===== src/logic/adpcmb_pkg.sv =====
// ~~~~~~~~~~~~~~~~~~~~~~~~~~~~~~~~~~~~~
// Shared constants for the ADPCM-B voice channel.
// Modules refer to these by scoped name from the package.
// ~~~~~~~~~~~~~~~~~~~~~~~~~~~~~~~~~~~~~
package adpcmb_pkg;

    // ~~~~~~~~~~~~~~~~~~~~~~~~~~~~~~~~~~~~~
    // Data widths.
    // ~~~~~~~~~~~~~~~~~~~~~~~~~~~~~~~~~~~~~
    localparam int sample_w = 16;       // Signed PCM sample.
    localparam int nibble_w = 4;        // One ADPCM code, sign plus three magnitude bits.
    localparam int step_w   = 16;       // Unsigned adaptive step size.
    localparam int count_w  = 4;        // Ticks between advances. Zero means sixteen.

    // ~~~~~~~~~~~~~~~~~~~~~~~~~~~~~~~~~~~~~
    // Step-size adaptation.
    // ~~~~~~~~~~~~~~~~~~~~~~~~~~~~~~~~~~~~~
    localparam int step_min = 127;      // Also the step after reset.
    localparam int step_max = 24576;

    // The new step is step * step_factor[magnitude] / 64.
    // Small codes shrink the step and large codes grow it.
    localparam logic [7:0] step_factor [0:7] = '{
        8'd57,
        8'd57,
        8'd57,
        8'd57,
        8'd77,
        8'd102,
        8'd128,
        8'd153
    };

endpackage


===== src/logic/adpcmb_channel.sv =====
// ~~~~~~~~~~~~~~~~~~~~~~~~~~~~~~~~~~~~~
// One ADPCM-B voice channel. Nibbles come in on a req/ack handshake
// and a volume-scaled 16-bit sample goes out at the tick rate.
// ~~~~~~~~~~~~~~~~~~~~~~~~~~~~~~~~~~~~~
module adpcmb_channel #(
    parameter int DIV_W = 16                      // Divider width, at least the sample width.
) (
    input  logic                                   clk,
    input  logic                                   rst,
    input  logic                                   tick,     // Output sample rate strobe.
    input  logic                                   req,
    input  logic [adpcmb_pkg::nibble_w-1:0]        nibble,
    input  logic [7:0]                             volume,
    output logic                                   ack,
    output logic signed [adpcmb_pkg::sample_w-1:0] pcm_out
);

    // ~~~~~~~~~~~~~~~~~~~~~~~~~~~~~~~~~~~~~
    // Stage links.
    // ~~~~~~~~~~~~~~~~~~~~~~~~~~~~~~~~~~~~~
    logic                                   adv;         // New sample on the way.
    logic signed [adpcmb_pkg::sample_w-1:0] pcm_dec;     // Decoded target sample.
    logic signed [adpcmb_pkg::sample_w-1:0] pcm_inter;   // Interpolated sample.

    // Decode. The handshake and the ADPCM rule live here.
    adpcmb_nibble_decode u_decode (
        .clk     (clk),
        .rst     (rst),
        .tick    (tick),
        .req     (req),
        .nibble  (nibble),
        .ack     (ack),
        .adv     (adv),
        .pcm_dec (pcm_dec)
    );

    // Execute. It moves one clock after each tick.
    adpcmb_interpol #(
        .DIV_W     (DIV_W)
    ) u_interpol (
        .clk       (clk),
        .rst       (rst),
        .tick      (tick),
        .adv       (adv),
        .pcm_dec   (pcm_dec),
        .pcm_inter (pcm_inter)
    );

    // Result. The output settles two clocks after the tick.
    adpcmb_volume u_volume (
        .clk       (clk),
        .rst       (rst),
        .tick      (tick),
        .volume    (volume),
        .pcm_inter (pcm_inter),
        .pcm_out   (pcm_out)
    );

endmodule


===== src/logic/adpcmb_interpol.sv =====
// ~~~~~~~~~~~~~~~~~~~~~~~~~~~~~~~~~~~~~
// Execute stage. Measures the ticks between advances and walks the
// output linearly from the last sample to the new target.
// The step is the sample gap divided by the span in a serial divider.
// ~~~~~~~~~~~~~~~~~~~~~~~~~~~~~~~~~~~~~
module adpcmb_interpol #(
    parameter int DIV_W = 16
) (
    input  logic                                   clk,
    input  logic                                   rst,
    input  logic                                   tick,
    input  logic                                   adv,
    input  logic signed [adpcmb_pkg::sample_w-1:0] pcm_dec,
    output logic signed [adpcmb_pkg::sample_w-1:0] pcm_inter
);

    localparam int SW = adpcmb_pkg::sample_w;

    logic                            tick_d;     // Tick delayed to line up with adv.
    logic                            adv_d;      // Clock on which pcm_dec is new.
    logic [adpcmb_pkg::count_w-1:0]  cnt;        // Ticks since the last advance.
    logic [adpcmb_pkg::count_w:0]    span;       // Latched count, zero read as 16.
    logic signed [SW-1:0]            last;       // Start point of the segment.
    logic signed [SW-1:0]            target;     // End point of the segment.
    logic signed [SW:0]              delta;      // New target minus last.
    logic [SW:0]                     delta_neg;
    logic [SW-1:0]                   delta_abs;
    logic                            start;
    logic [DIV_W-1:0]                dividend;
    logic [DIV_W-1:0]                divisor;
    logic                            dir_pend;   // Sign waiting for the quotient.
    logic [DIV_W-1:0]                quotient;
    logic                            done;
    logic [SW-1:0]                   step;       // Increment per tick.
    logic                            dir;        // High when moving down.
    logic signed [SW+1:0]            moved;
    logic signed [SW-1:0]            next_inter;

    // ~~~~~~~~~~~~~~~~~~~~~~~~~~~~~~~~~~~~~
    // Segment set-up.
    // ~~~~~~~~~~~~~~~~~~~~~~~~~~~~~~~~~~~~~
    assign delta     = pcm_dec - last;
    assign delta_neg = -delta;
    assign delta_abs = delta[SW] ? delta_neg[SW-1:0] : delta[SW-1:0];   // Up to 65535.

    assign divisor = DIV_W'(span);                // Never zero.

    // One step toward the target. The result stops at the target
    // so a late advance leaves the output parked there.
    assign moved = dir ? (pcm_inter - $signed({1'b0, step}))
                       : (pcm_inter + $signed({1'b0, step}));

    always_comb begin
        if (!dir && (moved > target)) begin
            next_inter = target;
        end else if (dir && (moved < target)) begin
            next_inter = target;
        end else begin
            next_inter = moved[SW-1:0];
        end
    end

    // ~~~~~~~~~~~~~~~~~~~~~~~~~~~~~~~~~~~~~
    // Registers.
    // ~~~~~~~~~~~~~~~~~~~~~~~~~~~~~~~~~~~~~
    always_ff @(posedge clk) begin
        if (rst) begin
            tick_d    <= 1'b0;
            adv_d     <= 1'b0;
            cnt       <= adpcmb_pkg::count_w'(1);
            span      <= (adpcmb_pkg::count_w + 1)'(1);
            last      <= '0;
            target    <= '0;
            pcm_inter <= '0;
            start     <= 1'b0;
            step      <= '0;
            dir       <= 1'b0;
        end else begin
            tick_d <= tick;
            adv_d  <= adv;
            start  <= adv_d;                      // Divider runs once per advance.
            if (tick_d) begin
                if (adv) begin
                    span      <= (cnt == '0) ? (adpcmb_pkg::count_w + 1)'(16) : {1'b0, cnt};
                    cnt       <= adpcmb_pkg::count_w'(1);
                    last      <= target;
                    pcm_inter <= target;          // Finish the old segment exactly.
                end else begin
                    cnt       <= cnt + 1'b1;      // Wraps from 15 to 0.
                    pcm_inter <= next_inter;
                end
            end
            if (adv_d) begin
                target <= pcm_dec;
            end
            // The quotient is ready well before the next tick.
            if (done) begin
                step <= quotient[SW-1:0];
                dir  <= dir_pend;
            end
        end
    end

    // Divider operands are payload and load on the set-up clock.
    always_ff @(posedge clk) begin
        if (adv_d) begin
            dividend <= DIV_W'(delta_abs);
            dir_pend <= delta[SW];
        end
    end

    adpcmb_serial_div #(
        .DIV_W    (DIV_W)
    ) u_div (
        .clk      (clk),
        .rst      (rst),
        .start    (start),
        .dividend (dividend),
        .divisor  (divisor),
        .quotient (quotient),
        .done     (done)
    );

endmodule


===== src/logic/adpcmb_nibble_decode.sv =====
// ~~~~~~~~~~~~~~~~~~~~~~~~~~~~~~~~~~~~~
// ADPCM-B decode stage. Takes one nibble per four-phase handshake
// on a tick clock and updates the predicted sample and step size.
// ~~~~~~~~~~~~~~~~~~~~~~~~~~~~~~~~~~~~~
module adpcmb_nibble_decode (
    input  logic                                   clk,
    input  logic                                   rst,
    input  logic                                   tick,
    input  logic                                   req,
    input  logic [adpcmb_pkg::nibble_w-1:0]        nibble,
    output logic                                   ack,
    output logic                                   adv,
    output logic signed [adpcmb_pkg::sample_w-1:0] pcm_dec
);

    logic                             take;       // Nibble accepted on this clock.
    logic [adpcmb_pkg::nibble_w-1:0]  nib_q;      // Captured code.
    logic [adpcmb_pkg::step_w-1:0]    step;       // Current step size.
    logic [2:0]                       mag;
    logic                             sign;
    logic [18:0]                      diff_full;  // (2 * mag + 1) * step.
    logic [15:0]                      diff;       // Sample increment.
    logic signed [17:0]               sum;        // Unsaturated new sample.
    logic signed [adpcmb_pkg::sample_w-1:0] sum_sat;
    logic [21:0]                      step_prod;  // step * factor.
    logic [adpcmb_pkg::step_w-1:0]    step_scaled;
    logic [adpcmb_pkg::step_w-1:0]    step_next;

    // ~~~~~~~~~~~~~~~~~~~~~~~~~~~~~~~~~~~~~
    // Handshake.
    // ~~~~~~~~~~~~~~~~~~~~~~~~~~~~~~~~~~~~~
    // A nibble is only taken on a tick with req high and ack still low.
    assign take = tick & req & ~ack;

    // ~~~~~~~~~~~~~~~~~~~~~~~~~~~~~~~~~~~~~
    // Sample and step arithmetic.
    // ~~~~~~~~~~~~~~~~~~~~~~~~~~~~~~~~~~~~~
    assign sign = nib_q[adpcmb_pkg::nibble_w-1];  // Top bit selects subtract.
    assign mag  = nib_q[2:0];

    // The largest product is 15 * 24576, which fits in 19 bits.
    assign diff_full = {mag, 1'b1} * step;
    assign diff      = diff_full[18:3];           // Divide by eight.

    assign sum = sign ? (pcm_dec - $signed({2'b00, diff}))
                      : (pcm_dec + $signed({2'b00, diff}));

    // Clip the new sample to the signed 16-bit range.
    always_comb begin
        if (sum > 18'sd32767) begin
            sum_sat = 16'sh7fff;
        end else if (sum < -18'sd32768) begin
            sum_sat = 16'sh8000;
        end else begin
            sum_sat = sum[adpcmb_pkg::sample_w-1:0];
        end
    end

    // 24576 * 153 stays below 2^22, so the scaled step fits 16 bits.
    assign step_prod   = step * adpcmb_pkg::step_factor[mag];
    assign step_scaled = step_prod[21:6];         // Divide by 64.

    always_comb begin
        if (step_scaled < adpcmb_pkg::step_min) begin
            step_next = adpcmb_pkg::step_w'(adpcmb_pkg::step_min);
        end else if (step_scaled > adpcmb_pkg::step_max) begin
            step_next = adpcmb_pkg::step_w'(adpcmb_pkg::step_max);
        end else begin
            step_next = step_scaled;
        end
    end

    // ~~~~~~~~~~~~~~~~~~~~~~~~~~~~~~~~~~~~~
    // Registers.
    // ~~~~~~~~~~~~~~~~~~~~~~~~~~~~~~~~~~~~~
    always_ff @(posedge clk) begin
        if (rst) begin
            ack     <= 1'b0;
            adv     <= 1'b0;
            pcm_dec <= '0;
            step    <= adpcmb_pkg::step_w'(adpcmb_pkg::step_min);
        end else begin
            adv <= take;                          // One pulse per accepted nibble.
            if (take) begin
                ack <= 1'b1;
            end else if (!req) begin
                ack <= 1'b0;                      // Falls the clock after req is low.
            end
            // The update runs while adv is high, so pcm_dec is new from the next clock.
            if (adv) begin
                pcm_dec <= sum_sat;
                step    <= step_next;
            end
        end
    end

    // The code is payload and only needs a load enable.
    always_ff @(posedge clk) begin
        if (take) begin
            nib_q <= nibble;
        end
    end

endmodule


===== src/logic/adpcmb_serial_div.sv =====
// ~~~~~~~~~~~~~~~~~~~~~~~~~~~~~~~~~~~~~
// Unsigned restoring divider. A start pulse loads the operands and
// one quotient bit is produced per clock until done pulses.
// ~~~~~~~~~~~~~~~~~~~~~~~~~~~~~~~~~~~~~
module adpcmb_serial_div #(
    parameter int DIV_W = 16
) (
    input  logic             clk,
    input  logic             rst,
    input  logic             start,
    input  logic [DIV_W-1:0] dividend,
    input  logic [DIV_W-1:0] divisor,
    output logic [DIV_W-1:0] quotient,
    output logic             done
);

    localparam int CNT_W = $clog2(DIV_W + 1);

    logic [DIV_W-1:0] rem;              // Partial remainder.
    logic [DIV_W-1:0] den;              // Latched divisor.
    logic [DIV_W:0]   partial;          // Remainder with the next dividend bit.
    logic [DIV_W:0]   trial;            // Partial minus divisor.
    logic             fits;
    logic [CNT_W-1:0] cnt;              // Bits still to produce.
    logic             busy;

    // The dividend shifts out of the top of the quotient register
    // while the quotient bits shift in at the bottom.
    assign partial = {rem, quotient[DIV_W-1]};
    assign trial   = partial - {1'b0, den};

    // Since rem < den, a borrow always shows in the top bit of trial.
    assign fits = ~trial[DIV_W];

    // ~~~~~~~~~~~~~~~~~~~~~~~~~~~~~~~~~~~~~
    // Sequencing.
    // ~~~~~~~~~~~~~~~~~~~~~~~~~~~~~~~~~~~~~
    always_ff @(posedge clk) begin
        if (rst) begin
            busy <= 1'b0;
            cnt  <= '0;
            done <= 1'b0;
        end else begin
            done <= 1'b0;
            if (start) begin
                busy <= 1'b1;
                cnt  <= CNT_W'(DIV_W);
            end else if (busy) begin
                cnt <= cnt - 1'b1;
                if (cnt == CNT_W'(1)) begin
                    busy <= 1'b0;                 // Last bit is going in now.
                    done <= 1'b1;
                end
            end
        end
    end

    // ~~~~~~~~~~~~~~~~~~~~~~~~~~~~~~~~~~~~~
    // Datapath.
    // ~~~~~~~~~~~~~~~~~~~~~~~~~~~~~~~~~~~~~
    always_ff @(posedge clk) begin
        if (start) begin
            rem      <= '0;
            den      <= divisor;
            quotient <= dividend;
        end else if (busy) begin
            rem      <= fits ? trial[DIV_W-1:0] : partial[DIV_W-1:0];
            quotient <= {quotient[DIV_W-2:0], fits};
        end
    end

endmodule


===== src/logic/adpcmb_volume.sv =====
// ~~~~~~~~~~~~~~~~~~~~~~~~~~~~~~~~~~~~~
// Result stage. Scales the interpolated sample by an 8-bit volume
// and registers it one clock after the execute stage moves.
// ~~~~~~~~~~~~~~~~~~~~~~~~~~~~~~~~~~~~~
module adpcmb_volume (
    input  logic                                   clk,
    input  logic                                   rst,
    input  logic                                   tick,
    input  logic [7:0]                             volume,
    input  logic signed [adpcmb_pkg::sample_w-1:0] pcm_inter,
    output logic signed [adpcmb_pkg::sample_w-1:0] pcm_out
);

    localparam int SW = adpcmb_pkg::sample_w;

    logic [1:0]           tick_q;                 // Tick delayed by one and two clocks.
    logic signed [SW+8:0] scaled;                 // Sample times volume.

    // The volume is unsigned. A zero top bit keeps it positive.
    assign scaled = pcm_inter * $signed({1'b0, volume});

    // The execute stage moves on tick_q[0], so the new sample is
    // registered here on the clock after that.
    always_ff @(posedge clk) begin
        if (rst) begin
            tick_q  <= 2'b00;
            pcm_out <= '0;
        end else begin
            tick_q <= {tick_q[0], tick};
            if (tick_q[1]) begin
                // Dropping the low byte of a two's complement word floors it.
                pcm_out <= scaled[SW+7:8];
            end
        end
    end

endmodule


===== config.mk =====
export PLATFORM = sky130hd
export DESIGN_NAME = adpcmb_channel
export DESIGN_NICKNAME = d
export VERILOG_FILES = /design/src/logic/adpcmb_pkg.sv /design/src/logic/adpcmb_channel.sv /design/src/logic/adpcmb_interpol.sv /design/src/logic/adpcmb_nibble_decode.sv /design/src/logic/adpcmb_serial_div.sv /design/src/logic/adpcmb_volume.sv
export SDC_FILE = /design/constraint.sdc
export NUM_CORES = 1
export LEC_CHECK = 0
export BUFFER_PORTS_ARGS = -buffer_cell sky130_fd_sc_hd__buf_2
export CAP_MARGIN = 20
export CORE_ASPECT_RATIO = 1.2
export CORE_MARGIN = 5
export CORE_UTILIZATION = 50
export DETAILED_ROUTE_END_ITERATION = 8
export HOLD_SLACK_MARGIN = 0.08
export PLACE_DENSITY = 0.72
export SETUP_SLACK_MARGIN = 0.2
export SLEW_MARGIN = 20
export SYNTH_ARGS = -nofsm -noshare
export SYNTH_HDL_FRONTEND = slang
export SYNTH_SLANG_ARGS = --single-unit

===== constraint.sdc =====
create_clock -name clk -period 8.22 [get_ports clk]
set_clock_uncertainty 0.05 [all_clocks]
set_input_delay 0.411 -clock clk [delete_from_list [all_inputs] [get_ports clk]]
set_output_delay 0.411 -clock clk [all_outputs]
set_load 0.05 [all_outputs]

# Word-level counts from Yosys, hierarchy flattened

Memory sizes are Yosys's and may differ from the RTL's.
Index checks and enable logic that the tools add are counted.

Bits of input ports: 16
Bits in registers: 194
Memories: 1
Logic and storage cells: 87
Bits in read-only memories: 64
Output and inout bits: 17

Multiply operators: 3
Bitwise gates (word level): 6
Muxes and demuxes: 25
Equal/unequal tests: 2
Reduce and logical (&&, ||, !) cells: 8
Magnitude comparators: 7
Add/sub/neg operators: 9

Memory list:

| name            | depth | bits a word | rd ports | clocked after memory_dff | wr ports | RTL line                   | source |
|---|---|---|---|---|---|---|---|
| (no name shown) | 8     | 8           | 1        | 0                        | 0        | adpcmb_nibble_decode.sv:60 | `assign step_prod = step * adpcmb_pkg::step_factor[mag];` |

Operators with widths:

| cell                 | count |
|---|---|
| $mux 16              | 11 |
| $add 16x17->18       | 2 |
| $mux 18              | 2 |
| $sub 16x17->18       | 2 |
| $mul 16x9->24        | 1 |
| $mul 16x8->22        | 1 |
| $mul 4x16->19        | 1 |
| $gt 18x16->1         | 1 |
| $gt 18x16->1 const B | 1 |
| $lt 18x16->1         | 1 |
| $lt 18x16->1 const B | 1 |
| $sub 16x16->17       | 1 |
| $sub 17x5->17        | 1 |
| $gt 16x15->1 const B | 1 |
| $lt 16x7->1 const B  | 1 |
| $mux 8               | 2 |
| $neg 16->16          | 1 |
| $mux 5               | 3 |
| $mux 1               | 6 |
| $eq 5x1->1 const B   | 1 |
| $sub 5x1->5 const B  | 1 |
| $add 4x1->4 const B  | 1 |
| $ge 4x4->1 const B   | 1 |
| $logic_not 4->1      | 1 |
| other kinds (11)     | 15 |

# Depth between registers and ports, before layout

Word-level depth: 8
Depth in mapped cells: 30
Depth with buffers taken out: 26

# Modules after synthesis

A second synthesis with hierarchy kept.

Cell total of the unflattened synthesis: 2651
Area, all modules: 22973.3 µm²

Modules (own cells, without submodules):

| module               | instances | cells each | seq. area each (µm²) | area each (µm²) |
|---|---|---|---|---|
| adpcmb_nibble_decode | 1         | 1023       | 800.8                | 8425.6 |
| adpcmb_interpol      | 1         | 719        | 2052.0               | 6167.2 |
| adpcmb_volume        | 1         | 620        | 360.3                | 5252.5 |
| adpcmb_serial_div    | 1         | 289        | 1421.4               | 3128.0 |

# Least setup slack after synthesis

OpenSTA, ideal clock, no wires.

Path type: register to register
Start: register u_decode.nib_q[1] (netlist bit)
End: register u_decode.pcm_dec[10] (netlist bit)
Path slack: 1.367 ns
Required time: 8.089 ns
Library setup time: 0.081 ns
Path buffers: 3
Clock period less this slack: 6.853 ns
Stages on the path, launching flop included: 29
Data arrival time: 6.722 ns
Path through: edfxtp_1 clkbuf_1 inv_1 clkbuf_1 nor2_1 fa_1 inv_1 fa_1 inv_1 ha_1 a21o_1 a21o_1 a221o_2 or3_4 a2111oi_4 a21oi_1 nor2_1 xnor2_1 ha_1 a21oi_1 nor2b_1 nand4_1 a2111o_1 nand3_1 mux2_2 nor4b_4 nor2_4 buf_12 a211oi_2

Word-level cells in the longest chain between the ends: 6
Elaborated cells on any way between the ends: 8
Those cells by class: add/sub (2); mul (1); order compare (2); mux (3)

Ends and longest elaborated chain:

| what                                             | RTL line                                               | source |
|---|---|---|
| start, declared                                  | adpcmb_nibble_decode.sv:17                             | `logic [adpcmb_pkg::nibble_w-1:0] nib_q;` |
| start signal, assigned                           | adpcmb_nibble_decode.sv:100                            | `nib_q <= nibble;` |
| $mul 4x16->19 (*)                                | adpcmb_nibble_decode.sv:42                             | `assign diff_full = {mag, 1'b1} * step;` |
| $add 16x17->18 or $sub 16x17->18 (tied branches) | adpcmb_nibble_decode.sv:46, adpcmb_nibble_decode.sv:45 |  |
| $mux 18 (*)                                      | adpcmb_nibble_decode.sv:45                             | `assign sum = sign ? (pcm_dec - $signed({2'b00, diff}))` |
| $lt 18x16->1                                     | adpcmb_nibble_decode.sv:52                             | `end else if (sum < -18'sd32768) begin` |
| $mux 16                                          | adpcmb_nibble_decode.sv:52                             |  |
| $mux 16 (*)                                      | adpcmb_nibble_decode.sv:50                             | `if (sum > 18'sd32767) begin` |
| end signal, assigned                             | adpcmb_nibble_decode.sv:91                             | `pcm_dec <= sum_sat;` |
| end, declared                                    | adpcmb_nibble_decode.sv:13                             | `output logic signed [adpcmb_pkg::sample_w-1:0] pcm_dec` |

Mark *: on every way between the ends. The rest lies on a longest branch, timed or not.
A chain may end at the register's enable or synchronous reset.

# Final worst setup path

Start: register u_decode.nib_q[0] (netlist bit)
End: register u_decode.pcm_dec[13] (netlist bit)

The elaborated chain is that of the path after synthesis.

==> impl_metrics.toml <==
[logic_synthesis]
yosys.area_share.adder_pct = 30.42
syn_area_per_cell_um2 = 8.657
ys_warn_count = 0
synth-edff-count = 42
synthCells = 2470
synthFlopType = "dfxtp_1"
synth-compound-area-share_pct = 12.94
muxShareOfSynthArea_pct = 3.646
yosysMostFrequentCell = "inv_1"
synth_area_um2 = 21380
syn-num-nets = 2878
yosysTopAreaCell = "fa_1"
synth_xor_area_share_pct = 5.776
synth_top_cell_area_share_pct = 19.94
synth_cell_types = 98
ys_async_sr_fraction_pct = 0
synthTopCellsByCount = "inv_1 (350), nand2_1 (229), nor2_1 (223), fa_1 (213), ha_1 (179)"
ys_seq_area_share_pct = 20.04
synth_top_family_by_area = "adder cells"
ys_seq_elements = 193
synth_area_leaders = "fa_1 (20%), dfxtp_1 (14%), ha_1 (10%), inv_1 (6.1%), edfxtp_1 (5.9%)"
synthSimpleGateAreaFrac_pct = 19.36

[floorplanning]
core_area_um2 = 42580
ioPinCount = 33
placementRows = 83
chipWidth_um = 198.8
dieHeight_um = 236.5
die-area_um2 = 47020
initial_core_util_pct = 50.22

[detailed_routing]
viasPerCell = 5.653
wl_per_cell_um = 16.98
vias = 17067
dr.pass1.iters = 5
drc_errors = 0
first_iter_violations = 991
wl_um = 51280
antenna_left = 0

[pwr]
powerDensity_nw_per_um2 = 256.2
vdd_ir_drop_max_v = 0.0004137
leakage_nw = 10.32

[timing]
fin_crit_sh_pct = 89.61
slew_viol_final = 0
rsz0062_at_grt = "no"
setup_viol = 0
period_needed_ns = 7.366
max_freq_mhz = 135.8
worstMarginPinSlew_ns = 1.019
relSlewSlack_pct = 32.01
final-hold-violation-count = 0
tns_ns = 0

[finish]
fin_area_um2 = 22710
area_growth_pct = 6.191
diodes = 0
nets = 2862
drive_above_1_share_pct = 6.283

[global_routing]
grt_pass1_vias = 17534
antenna_found_initial = 0
grt.overflow.total = 0
grt_pass1_wl_um = 85220
grtUsageTotal_pct = 22.12
grt_max_degree = 84

[min_path]
whs_path_depth = 2
worstHoldEndpoint = "u_volume.tick_q[0]"
holdCritStartpoint = "tick"
worstHoldPathType = "in -> reg"

[critical_path]
worstPathArrival_ns = 7.70
r2r-start = "u_decode.nib_q[0]"
crit_path_end_kind = "flip-flop"
cp_max_fo = 18
timing.critical_path.cells = "and2_1 -> fa_1 -> fa_1 -> fa_1 -> a211oi_1 -> o21ai_0 -> and3_4 -> or3_4 -> a2111oi_4 -> a21oi_1 -> nor2_1 -> xnor2_1 -> ha_1 -> a21oi_1 -> nor2b_1 -> nand4_1 -> a2111o_1 -> nand3_1 -> mux2_2 -> nor4b_4 -> nor2_4 -> a211oi_1"
cpMostUsedCell = "fa_1"
r2r_end = "u_decode.pcm_dec[13]"
critPathRequiredTime_ns = 8.56
crit_slowest_cell = "edfxtp_1"
reg2regPathDepth = 22
start_kind = "flip-flop"
ff2ff_setup_slack_ns = 0.85
slowest_delay_ns = 0.62
setup.worst_path.class = "reg -> reg"

[clock_tree]
clk_latency_ns = 0.49
cts.sink_count = 193
cts_resized = 0
cts.path.max_buffers = 2
clockRootBuffer = "clkbuf_16"
numCtsBuffers = 17
cts_tree = "yes"
htreeDepth = 4
clk_pin_slew_ns = 0.10
cts_setup_buffers = 0

[placement]
io_buffer_count = 32
dp_hpwl_um = 41140
gp_congestion = 0.9363
place_area_um2 = 22010

[run_status]
status = "complete, no violations"

[job]
cap_violations = 0
[cells in the final DEF, fill, tap and decap left out, types with 14 or more instances in the layout]
| master | count |
|---|---|
| nor2_1 | 222 |
| inv_1 | 350 |
| a21oi_1 | 100 |
| clkbuf_16 | 17 |
| nor3_1 | 51 |
| o21a_1 | 20 |
| and2_1 | 143 |
| xor2_1 | 39 |
| buf_2 | 31 |
| a311oi_1 | 16 |
| o21ai_0 | 66 |
| mux2i_1 | 54 |
| edfxtp_1 | 42 |
| nand4_1 | 14 |
| dfxtp_1 | 151 |
| nand3_1 | 42 |
| xnor2_1 | 101 |
| a211oi_1 | 27 |
| and3_1 | 17 |
| mux2_2 | 20 |
| nor2b_1 | 23 |
| a21o_1 | 33 |
| nand2_1 | 229 |
| ha_1 | 179 |
| buf_4 | 15 |
| fa_1 | 213 |
[stage by stage]
stage | std cells | util [%] | hold WS [ns] | setup WS (ns) | total power [mW]
3_3_place_gp | 2982 | 51.65 | 0.3673 | 1.062 | 4.792
5_1_grt | 3019 | 53.33 | 0.1359 | 0.3540 | 6.337
2_1_floorplan | 2470 | - | 0.3581 | 1.367 | 4.121
4_1_cts | 3019 | 53.31 | 0.1326 | 0.9060 | 5.816
6_report | 3019 | 53.33 | 0.1419 | 0.8538 | 5.818
3_5_place_dp | 2983 | 51.69 | 0.3737 | 0.9536 | 4.880
[power breakdown]
part           total (mW)  internal (mW)  switching (mW)
sequential           1.16           1.06           0.102
combinational        3.74           1.56            2.19
clock               0.912          0.433           0.479
total                5.82           3.05            2.77
[routing by layer]
layer	track usage (%)	wire (µm)	vias to the layer above
li1	-	-	8186
met1	25.40	19960	8323
met2	40.63	27100	414
met3	2.533	1800	144
met4	10.32	2415	0
met5	0	0	-
[sequential cells by signal, summed over array words and instances (netlist names), 2 cells and up]
register                   cells
u_decode.pcm_dec              16
u_interpol.pcm_inter          16
u_interpol.cnt                 4
u_interpol.u_div.rem          16
u_volume.pcm_out              16
u_interpol.step               16
u_decode.nib_q                 4
u_interpol.span                5
u_decode.step                 16
u_interpol.u_div.quotient     16
u_interpol.u_div.den           5
u_interpol.last               16
u_interpol.u_div.cnt           5
u_interpol.target             16
u_volume.tick_q                2
u_interpol.dividend           16
[worst max-delay path by stage]
stage / startpoint / end / slack (ns) / cells after the start
finish: u_decode.nib_q[0] / u_decode.pcm_dec[13] / 0.85 / 22
detailed placement: u_decode.nib_q[2] / u_decode.pcm_dec[13] / 0.95 / 24
CTS: u_decode.nib_q[2] / u_decode.pcm_dec[13] / 0.91 / 26
floorplan: u_decode.nib_q[1] / u_decode.pcm_dec[10] / 1.37 / 28
global placement: u_decode.nib_q[2] / u_decode.pcm_dec[13] / 1.06 / 26
global route: u_decode.nib_q[2] / u_decode.pcm_dec[5] / 0.35 / 26
[final cells by class]
type | instances | area (µm²)
fillers | 3921 | 19870
repair buffers | 51 | 322.8
flip-flops and latches | 193 | 4284
multi-input cells | 1839 | 15440
clock inverters | 15 | 225.2
inverters | 352 | 1321
well taps | 552 | 690.7
clock buffers | 17 | 425.4
[cell families (layout without fill, tap and decap cells)]
group / Yosys count / in the layout
AOI/OAI and AO/OA: 395 / 395
buffers and inverters: 438 / 435
xor gates and xnor gates: 141 / 141
and+or+nand+nor: 836 / 836
DFF: 193 / 193
adders and majority gates: 392 / 392
muxes: 75 / 75
[critical path, delay by kind of cell (launching register included)]
family,cells,cell delay [ns]
compound gates,7,2.13
xor+xnor,1,0.13
fa+ha+maj,4,1.81
flops,1,0.62
mux,1,0.38
simple gates,9,2.12
[repair_timing]
action / in CTS / in global routing
hold endpoints to repair: 4 / 0
hold buffers: 4 / 0
setup endpoints to repair: 0 / 0
(Power assumes the default switching activity.)
